[src/design/chiplet_pkg.sv]
package chiplet_pkg;

    localparam logic [1:0] FLIT_HEAD = 2'd1;
    localparam logic [1:0] FLIT_BODY = 2'd2;
    localparam logic [1:0] FLIT_TAIL = 2'd3;

    localparam logic [3:0] NODE_ID = 4'd5;

    localparam int FIFO_DEPTH = 4;
    localparam int FIFO_AW = 3;                     // holds 0..FIFO_DEPTH
    localparam int FIFO_PW = $clog2(FIFO_DEPTH);
    localparam logic [FIFO_AW-1:0] FIFO_FULL_CNT = FIFO_AW'(FIFO_DEPTH);

    localparam int CLKS_PER_BIT = 8;
    localparam int BIT_CNT_W = $clog2(CLKS_PER_BIT);
    localparam logic [BIT_CNT_W-1:0] BIT_LAST = BIT_CNT_W'(CLKS_PER_BIT - 1);
    // one less than half, the edge detect already costs a cycle
    localparam logic [BIT_CNT_W-1:0] BIT_MID = BIT_CNT_W'(CLKS_PER_BIT / 2 - 1);

    localparam logic [1:0] ADR_HEADER  = 2'd0;
    localparam logic [1:0] ADR_PAYLOAD = 2'd1;
    localparam logic [1:0] ADR_RX_FLIT = 2'd2;
    localparam logic [1:0] ADR_STATUS  = 2'd3;

    localparam int ST_TX_FULL  = 0;
    localparam int ST_RX_COUNT = 1;                 // 3 bits wide
    localparam int ST_PKT_OPEN = 4;
    localparam int ST_ERROR    = 5;

    typedef union packed {
        struct packed {
            logic [1:0]  flit_type;
            logic [3:0]  dest_id;
            logic        vc;
            logic [2:0]  length;                    // payload flits, 1..4
            logic [3:0]  src_id;
            logic [17:0] rsvd;
        } hdr;
        struct packed {
            logic [1:0]  flit_type;
            logic [29:0] payload;
        } dat;
    } flit_t;

endpackage
[src/design/chiplet_link_top.sv]
module chiplet_link_top (
    input  logic        CLOCK_50,
    input  logic        KEY,
    input  logic        wb_cyc,
    input  logic        wb_stb,
    input  logic        wb_we,
    input  logic [1:0]  wb_adr,
    input  logic [31:0] wb_dat_w,
    output logic [31:0] wb_dat_r,
    output logic        wb_ack,
    output logic        serial_tx,
    input  logic        serial_rx
);

    logic tx_push;
    logic tx_pop;
    logic tx_full;
    logic tx_empty;
    chiplet_pkg::flit_t tx_flit;
    chiplet_pkg::flit_t tx_head;

    logic rx_push;
    logic rx_pop;
    logic rx_full;
    logic rx_empty;
    logic rx_overrun;
    logic [chiplet_pkg::FIFO_AW-1:0] rx_count;
    chiplet_pkg::flit_t rx_flit;
    chiplet_pkg::flit_t rx_head;

    flit_endpoint u_endpoint (
        .CLOCK_50   (CLOCK_50),
        .KEY        (KEY),
        .wb_cyc     (wb_cyc),
        .wb_stb     (wb_stb),
        .wb_we      (wb_we),
        .wb_adr     (wb_adr),
        .wb_dat_w   (wb_dat_w),
        .wb_dat_r   (wb_dat_r),
        .wb_ack     (wb_ack),
        .tx_push    (tx_push),
        .tx_flit    (tx_flit),
        .tx_full    (tx_full),
        .rx_pop     (rx_pop),
        .rx_head    (rx_head),
        .rx_empty   (rx_empty),
        .rx_count   (rx_count),
        .rx_overrun (rx_overrun)
    );

    flit_fifo u_tx_fifo (
        .CLOCK_50 (CLOCK_50),
        .KEY      (KEY),
        .push     (tx_push),
        .din      (tx_flit),
        .pop      (tx_pop),
        .head     (tx_head),
        .empty    (tx_empty),
        .full     (tx_full),
        .count    ()                                // tx occupancy not reported
    );

    flit_serializer u_serializer (
        .CLOCK_50   (CLOCK_50),
        .KEY        (KEY),
        .flit_empty (tx_empty),
        .flit_head  (tx_head),
        .flit_pop   (tx_pop),
        .serial_tx  (serial_tx)
    );

    flit_deserializer u_deserializer (
        .CLOCK_50  (CLOCK_50),
        .KEY       (KEY),
        .serial_rx (serial_rx),
        .flit_push (rx_push),
        .flit_out  (rx_flit),
        .fifo_full (rx_full),
        .overrun   (rx_overrun)
    );

    flit_fifo u_rx_fifo (
        .CLOCK_50 (CLOCK_50),
        .KEY      (KEY),
        .push     (rx_push),
        .din      (rx_flit),
        .pop      (rx_pop),
        .head     (rx_head),
        .empty    (rx_empty),
        .full     (rx_full),
        .count    (rx_count)
    );

endmodule

[src/design/flit_deserializer.sv]
module flit_deserializer (
    input  logic                CLOCK_50,
    input  logic                KEY,
    input  logic                serial_rx,
    output logic                flit_push,
    output chiplet_pkg::flit_t  flit_out,
    input  logic                fifo_full,
    output logic                overrun
);

    logic rx_meta;
    logic rx_sync;
    logic rx_prev;
    logic active;
    logic sample;
    logic [chiplet_pkg::BIT_CNT_W-1:0] clk_cnt;
    logic [3:0] bit_idx;
    logic [1:0] byte_cnt;                           // good bytes so far
    logic [7:0] byte_q;

    assign sample = active && (clk_cnt == chiplet_pkg::BIT_MID);

    always_ff @(posedge CLOCK_50 or negedge KEY) begin
        if (!KEY) begin
            rx_meta <= 1'b1;
            rx_sync <= 1'b1;
            rx_prev <= 1'b1;
            active <= 1'b0;
            clk_cnt <= '0;
            bit_idx <= '0;
            byte_cnt <= '0;
            flit_push <= 1'b0;
            overrun <= 1'b0;
        end else begin
            rx_meta <= serial_rx;
            rx_sync <= rx_meta;
            rx_prev <= rx_sync;
            flit_push <= 1'b0;
            overrun <= 1'b0;
            if (!active) begin
                if (rx_prev && !rx_sync) begin
                    active <= 1'b1;                 // start edge
                    clk_cnt <= '0;
                    bit_idx <= '0;
                end
            end else begin
                if (clk_cnt == chiplet_pkg::BIT_LAST) begin
                    clk_cnt <= '0;
                    bit_idx <= bit_idx + 4'd1;
                end else begin
                    clk_cnt <= clk_cnt + 1'b1;
                end
                if (sample && bit_idx == 4'd0 && rx_sync) begin
                    active <= 1'b0;                 // glitch, not a start bit
                end
                if (sample && bit_idx == 4'd9) begin
                    active <= 1'b0;
                    if (!rx_sync) begin
                        byte_cnt <= '0;             // framing error, drop flit
                    end else begin
                        byte_cnt <= byte_cnt + 2'd1;
                        if (byte_cnt == 2'd3) begin
                            flit_push <= !fifo_full;
                            overrun <= fifo_full;
                        end
                    end
                end
            end
        end
    end

    always_ff @(posedge CLOCK_50) begin
        if (sample && bit_idx >= 4'd1 && bit_idx <= 4'd8) begin
            byte_q <= {rx_sync, byte_q[7:1]};       // lsb arrives first
        end
        if (sample && bit_idx == 4'd9 && rx_sync) begin
            flit_out <= {flit_out[23:0], byte_q};
        end
    end

endmodule

[src/design/flit_serializer.sv]
module flit_serializer (
    input  logic                CLOCK_50,
    input  logic                KEY,
    input  logic                flit_empty,
    input  chiplet_pkg::flit_t  flit_head,
    output logic                flit_pop,
    output logic                serial_tx
);

    logic busy;
    logic [chiplet_pkg::BIT_CNT_W-1:0] clk_cnt;
    logic [3:0] bit_idx;                            // 0 start, 1..8 data, 9 stop
    logic [1:0] byte_idx;
    logic [31:0] shreg;
    logic [7:0] cur_byte;
    logic tx_bit;

    assign flit_pop = !busy && !flit_empty;
    assign cur_byte = shreg[31:24];                 // msb byte leads

    always_comb begin
        if (!busy) begin
            tx_bit = 1'b1;
        end else if (bit_idx == 4'd0) begin
            tx_bit = 1'b0;
        end else if (bit_idx == 4'd9) begin
            tx_bit = 1'b1;
        end else begin
            tx_bit = cur_byte[bit_idx[2:0] - 3'd1];
        end
    end

    always_ff @(posedge CLOCK_50 or negedge KEY) begin
        if (!KEY) begin
            busy <= 1'b0;
            clk_cnt <= '0;
            bit_idx <= '0;
            byte_idx <= '0;
            serial_tx <= 1'b1;
        end else begin
            serial_tx <= tx_bit;
            if (!busy) begin
                if (flit_pop) begin
                    busy <= 1'b1;
                    clk_cnt <= '0;
                    bit_idx <= '0;
                    byte_idx <= '0;
                end
            end else if (clk_cnt == chiplet_pkg::BIT_LAST) begin
                clk_cnt <= '0;
                if (bit_idx == 4'd9) begin
                    bit_idx <= '0;
                    byte_idx <= byte_idx + 2'd1;
                    if (byte_idx == 2'd3) begin
                        busy <= 1'b0;               // all four bytes sent
                    end
                end else begin
                    bit_idx <= bit_idx + 4'd1;
                end
            end else begin
                clk_cnt <= clk_cnt + 1'b1;
            end
        end
    end

    always_ff @(posedge CLOCK_50) begin
        if (flit_pop) begin
            shreg <= flit_head;
        end else if (busy && clk_cnt == chiplet_pkg::BIT_LAST && bit_idx == 4'd9) begin
            shreg <= {shreg[23:0], 8'h00};
        end
    end

endmodule

[src/design/flit_endpoint.sv]
module flit_endpoint (
    input  logic                             CLOCK_50,
    input  logic                             KEY,
    input  logic                             wb_cyc,
    input  logic                             wb_stb,
    input  logic                             wb_we,
    input  logic [1:0]                       wb_adr,
    input  logic [31:0]                      wb_dat_w,
    output logic [31:0]                      wb_dat_r,
    output logic                             wb_ack,
    output logic                             tx_push,
    output chiplet_pkg::flit_t               tx_flit,
    input  logic                             tx_full,
    output logic                             rx_pop,
    input  chiplet_pkg::flit_t               rx_head,
    input  logic                             rx_empty,
    input  logic [chiplet_pkg::FIFO_AW-1:0]  rx_count,
    input  logic                             rx_overrun
);

    logic is_tx_wr;
    logic stall;
    logic accept;
    logic pkt_open;
    logic error;
    logic [2:0] remain;                             // payload flits still owed
    logic [2:0] hdr_len;
    chiplet_pkg::flit_t wr_word;
    chiplet_pkg::flit_t head_flit;
    chiplet_pkg::flit_t data_flit;
    logic [31:0] status;
    logic [31:0] rd_data;

    assign wr_word = wb_dat_w;
    assign is_tx_wr = wb_we &&
        (wb_adr == chiplet_pkg::ADR_HEADER || wb_adr == chiplet_pkg::ADR_PAYLOAD);
    assign stall = is_tx_wr && tx_full;             // hold ack off until room
    assign accept = wb_cyc && wb_stb && !wb_ack && !stall;
    assign hdr_len = (wr_word.hdr.length == 3'd0) ? 3'd1 : wr_word.hdr.length;

    always_comb begin
        head_flit = '0;
        head_flit.hdr.flit_type = chiplet_pkg::FLIT_HEAD;
        head_flit.hdr.dest_id = wr_word.hdr.dest_id;
        head_flit.hdr.vc = wr_word.hdr.vc;
        head_flit.hdr.length = wr_word.hdr.length;
        head_flit.hdr.src_id = chiplet_pkg::NODE_ID;

        data_flit = '0;
        data_flit.dat.flit_type = (remain == 3'd1) ? chiplet_pkg::FLIT_TAIL
                                                   : chiplet_pkg::FLIT_BODY;
        data_flit.dat.payload = wb_dat_w[29:0];
    end

    always_comb begin
        status = '0;
        status[chiplet_pkg::ST_TX_FULL] = tx_full;
        status[chiplet_pkg::ST_RX_COUNT +: chiplet_pkg::FIFO_AW] = rx_count;
        status[chiplet_pkg::ST_PKT_OPEN] = pkt_open;
        status[chiplet_pkg::ST_ERROR] = error;
    end

    always_comb begin
        case (wb_adr)
            chiplet_pkg::ADR_RX_FLIT: rd_data = rx_empty ? '0 : rx_head;
            chiplet_pkg::ADR_STATUS:  rd_data = status;
            default:                  rd_data = '0;
        endcase
    end

    always_ff @(posedge CLOCK_50 or negedge KEY) begin
        if (!KEY) begin
            wb_ack <= 1'b0;
            tx_push <= 1'b0;
            rx_pop <= 1'b0;
            pkt_open <= 1'b0;
            remain <= '0;
            error <= 1'b0;
        end else begin
            wb_ack <= accept;
            tx_push <= 1'b0;
            rx_pop <= 1'b0;
            if (accept && wb_we) begin
                case (wb_adr)
                    chiplet_pkg::ADR_HEADER: begin
                        if (pkt_open) begin
                            error <= 1'b1;          // header inside a packet
                        end else begin
                            tx_push <= 1'b1;
                            pkt_open <= 1'b1;
                            remain <= hdr_len;
                        end
                    end
                    chiplet_pkg::ADR_PAYLOAD: begin
                        if (!pkt_open) begin
                            error <= 1'b1;          // payload without header
                        end else begin
                            tx_push <= 1'b1;
                            remain <= remain - 3'd1;
                            if (remain == 3'd1) begin
                                pkt_open <= 1'b0;   // tail goes out
                            end
                        end
                    end
                    default: ;                      // read-only registers
                endcase
            end
            if (accept && !wb_we) begin
                if (wb_adr == chiplet_pkg::ADR_RX_FLIT) begin
                    rx_pop <= !rx_empty;
                end
                if (wb_adr == chiplet_pkg::ADR_STATUS) begin
                    error <= 1'b0;                  // cleared once reported
                end
            end
            if (rx_overrun) begin
                error <= 1'b1;
            end
        end
    end

    always_ff @(posedge CLOCK_50) begin
        if (accept && wb_we) begin
            tx_flit <= (wb_adr == chiplet_pkg::ADR_HEADER) ? head_flit : data_flit;
        end
        if (accept && !wb_we) begin
            wb_dat_r <= rd_data;
        end
    end

endmodule

[src/design/flit_fifo.sv]
module flit_fifo (
    input  logic                             CLOCK_50,
    input  logic                             KEY,
    input  logic                             push,
    input  chiplet_pkg::flit_t               din,
    input  logic                             pop,
    output chiplet_pkg::flit_t               head,
    output logic                             empty,
    output logic                             full,
    output logic [chiplet_pkg::FIFO_AW-1:0]  count
);

    chiplet_pkg::flit_t mem [chiplet_pkg::FIFO_DEPTH];

    logic [chiplet_pkg::FIFO_PW-1:0] wr_ptr;
    logic [chiplet_pkg::FIFO_PW-1:0] rd_ptr;
    logic do_push;
    logic do_pop;

    assign empty = (count == '0);
    assign full = (count == chiplet_pkg::FIFO_FULL_CNT);
    assign head = mem[rd_ptr];                      // fall-through read
    assign do_push = push && !full;
    assign do_pop = pop && !empty;

    always_ff @(posedge CLOCK_50) begin
        if (do_push) begin
            mem[wr_ptr] <= din;
        end
    end

    always_ff @(posedge CLOCK_50 or negedge KEY) begin
        if (!KEY) begin
            wr_ptr <= '0;
            rd_ptr <= '0;
            count <= '0;
        end else begin
            if (do_push) begin
                wr_ptr <= wr_ptr + 1'b1;            // depth is a power of two
            end
            if (do_pop) begin
                rd_ptr <= rd_ptr + 1'b1;
            end
            case ({do_push, do_pop})
                2'b10: count <= count + 1'b1;
                2'b01: count <= count - 1'b1;
                default: ;                          // none, or both at once
            endcase
        end
    end

endmodule

[config.mk]
export PLATFORM = sky130hd
export DESIGN_NAME = chiplet_link_top
export DESIGN_NICKNAME = d
export VERILOG_FILES = /design/src/design/chiplet_pkg.sv /design/src/design/chiplet_link_top.sv /design/src/design/flit_deserializer.sv /design/src/design/flit_serializer.sv /design/src/design/flit_endpoint.sv /design/src/design/flit_fifo.sv
export SDC_FILE = /design/constraint.sdc
export NUM_CORES = 1
export LEC_CHECK = 0
export BUFFER_PORTS_ARGS = -buffer_cell sky130_fd_sc_hd__buf_2
export CAP_MARGIN = 0
export CORE_UTILIZATION = 50
export DETAILED_ROUTE_END_ITERATION = 12
export MAX_ROUTING_LAYER = met4
export PLACE_DENSITY = 0.68
export SETUP_SLACK_MARGIN = 0.2
export SLEW_MARGIN = 20
export SYNTH_ARGS = -nofsm -noshare
export SYNTH_HDL_FRONTEND = slang
export SYNTH_SLANG_ARGS = --single-unit
[constraint.sdc]
create_clock -name CLOCK_50 -period 3.1 [get_ports CLOCK_50]
set_input_delay 0.155 -clock CLOCK_50 [delete_from_list [all_inputs] [get_ports CLOCK_50]]
set_output_delay 0.155 -clock CLOCK_50 [all_outputs]
set_load 0.01 [all_outputs]
==> results.txt <==
die area = 34120 um2
Sink Count = 440
Pre-antenna DRT Iters = 4
fin crit share = 0.7319
met2 Usage GRT = 0.3100
Hold Fails Final Rpt = 0
WL per Instance = 19.92 um
DRT Wirelength = 28820 um
largest net degree at the start of global routing = 37
crit path kind = reg2reg
placed cell area = 17640 um2
synthesized flop and latch total = 440
FP Rows = 66
H-tree depth = 2
pre-CTS setup slack = 0.8408 ns
Setup TNS = 0 ns
I/O pin count = 74
vias in the first global route = 8195
Routed Antenna Nets = 0
Non-Filler Instances = 1447
first-pass GRT wire length = 45330 um
Total Nets Final = 1037
First DRT Iteration DRCs = 553
Critical Path Sink Type = flop
Power Density = 702.4 nW/um2
met3 Use GR = 0.02806
post-CTS sizing = 0
combinational share of power = 0.107
Synth area leader = edfxtp_1
Seq/Total Area, Yosys = 0.7774
startpoint types = flop
Final min period = 2.269 ns
PortBufs = 71
Via Count = 7705
Post-synth top flop = edfxtp_1
initial antenna violation count = 1
Post-Syn Area = 16690 um2
Pleak = 6.680 nW
global placement routability congestion = 0.7580
hold crit path type = in2reg
Synth Net Count = 896
GRT Total Usage = 0.1835
CTS tree = built
crit-path max FO = 9
FMAX = 440.7 MHz
Post-synth EDFFs = 392
status = finished, final reports clean
clock transition at the registers of the reported paths = 0.06 ns
M1 GR Usage = 0.2293
post-detail-place hpwl = 16040 um
Yosys cell types = 45
asr flop ratio synth = 0.1091
Root Buffer = clkbuf_16
cell with the most instances after synthesis = edfxtp_1
max cap viols = 0
worst relative slew slack = 0.3809
Layout Skew = 0.01173 ns
Power, Total = 0.01365 W
design area = 19430 um2
Pint = 0.01060 W
setup bufs post-CTS = 0
Die Ht = 184.7 um
clk buf depth = 3
Clock power frac = 0.386
synthesized instance count = 829
top cell type's share of synthesized area = 0.7051
Synth area leaders = edfxtp_1 (71%), mux4_2 (9.0%), dfrtp_1 (6.6%)
Layout Area Growth over Synthesis = 16.38%
final setup margin = 0.8310 ns
Final setup viols = 0
Placed Cells incl. Taps = 1332
synth cell count leaders = edfxtp_1 (392), mux4_2 (67), and2_1 (57)
Post-Syn Area per Cell = 20.14 um2
Req. time, crit path = 3.56 ns
Max IR drop VDD = 0.0005127 V
share of cells above drive strength 1 = 0.2629
Ys Warns = 0
residual DRC count = 0
Slew Limit Fails = 0
total gr overflow = 0
Sw Share = 0.2232
GR peak layer = met2
CORE AREA = 32700 um2
Die W = 184.7 um
cts bufs inserted = 44
net switching power = 0.003046 W
critical path arrival = 2.73 ns
Sequential Power Share = 0.507
worst-margin pin slew = 0.9286 ns
RSZ-0062 raised after global routing = no
initial core utilization = 0.5105
Avg Vias per Cell = 5.325
Worst-Skew Late Latency = 0.54 ns
[worst max-delay path: stages (launching register included)]
cell,delay [ns]
dfrtp_1,0.47
or3b_1,0.52
nand2_1,0.18
ha_1,0.20
inv_1,0.06
fa_1,0.37
xor2_1,0.15
nor2_1,0.11
xor2_1,0.14
[cells in the final DEF (no fill, tap or decap), drive strengths merged, types with 2 or more instances in the layout]
cell | netlist | routed
edfxtp | 392 | 392
buf | 15 | 92
mux4 | 67 | 67
and2 | 57 | 57
clkbuf | 16 | 51
dfrtp | 44 | 44
nand2 | 35 | 35
dlygate4sd3 | 0 | 34
mux2 | 26 | 26
ha | 25 | 25
inv | 23 | 23
o21ai | 21 | 21
clkinv | 0 | 19
nand3 | 10 | 10
xnor2 | 10 | 10
nor2 | 10 | 10
nand2b | 8 | 8
and3 | 8 | 8
xor2 | 8 | 8
a22o | 7 | 7
bufinv | 0 | 6
nor3 | 4 | 4
nand3b | 4 | 4
a21oi | 4 | 4
mux2i | 4 | 4
dfstp | 4 | 4
clkinvlp | 0 | 4
o22ai | 3 | 3
a211oi | 2 | 2
nor3b | 2 | 2
nor2b | 2 | 2
o211ai | 2 | 2
fa | 2 | 2
and3b | 2 | 2
o311ai | 2 | 2
[routing by layer]
layer	wire length, um	share of wire
met4	577	0.020
met3	1022	0.035
met5	0	0
met2	14900	0.52
met1	12320	0.43
[registers in the layout, indices dropped and copies added, names as in the netlist, 4 cells and up]
signal	cells
u_deserializer.bit_idx	4
u_deserializer.byte_q	8
u_deserializer.flit_out	32
u_endpoint.tx_flit	32
u_endpoint.wb_dat_r	32
u_rx_fifo.mem	128
u_serializer.bit_idx	4
u_serializer.shreg	32
u_tx_fifo.mem	128
[cell families after synthesis]
group | synth area share
compound gates | 0.01664
xor+xnor | 0.009444
fa+ha+maj | 0.02114
buf+inv | 0.01439
flops | 0.7774
mux | 0.1103
simple gates | 0.05067
[area by class of cell]
type	count	area (um2)
repair buffers	126	865.8
fillers	2457	13270
diodes	1	2.502
clock inverters	29	292.8
clock buffers	51	1149
multi-input cells	335	3498
well taps	442	553.0
inverters	23	86.33
flip-flops and latches	440	12980
[worst paths after layout]
kind	startpoint	to	slack, ns	depth (start not counted)
setup / recovery	u_tx_fifo.count[2]$_DFFE_PN0P_	u_tx_fifo.count[2]$_DFFE_PN0P_	0.83	8
hold / removal	wb_cyc	u_endpoint.wb_ack$_DFF_PN0_	0.006	3
setup reg to reg	u_tx_fifo.count[2]$_DFFE_PN0P_	u_tx_fifo.count[2]$_DFFE_PN0P_	0.83	8
hold reg to reg	u_deserializer.rx_meta$_DFF_PN1_	u_deserializer.rx_sync$_DFF_PN1_	0.36	0
max in group asynchronous	KEY	u_endpoint.remain[2]$_DFFE_PN0P_	2.13	3
min in group asynchronous	KEY	u_tx_fifo.rd_ptr[1]$_DFFE_PN0P_	0.27	2
[metrics by stage]
step                      hold slack [ns]  utilization
after floorplan                   -0.1406            -
after global placement             0.2604       0.5395
after detailed placement           0.2632       0.5395
after CTS                        0.004392       0.5940
after global routing              0.02686       0.5941
final                            0.006258       0.5941
[repair_timing]
action,4_1_cts,5_1_grt
setup endpoints to repair,0,0
hold buffers,34,0
hold endpoints to repair,66,0
[power groups by stage]
stage | Combinational (W) | Sequential, W | Clock (W)
after detailed placement | 0.00146 | 0.00703 | 0
after global routing | 0.00166 | 0.00695 | 0.00559
after CTS | 0.00150 | 0.00691 | 0.00537
after floorplan | 0.00117 | 0.00697 | 0
final | 0.00146 | 0.00691 | 0.00527
after global placement | 0.00143 | 0.00702 | 0
No activity file was read; power rests on OpenSTA's default activity.
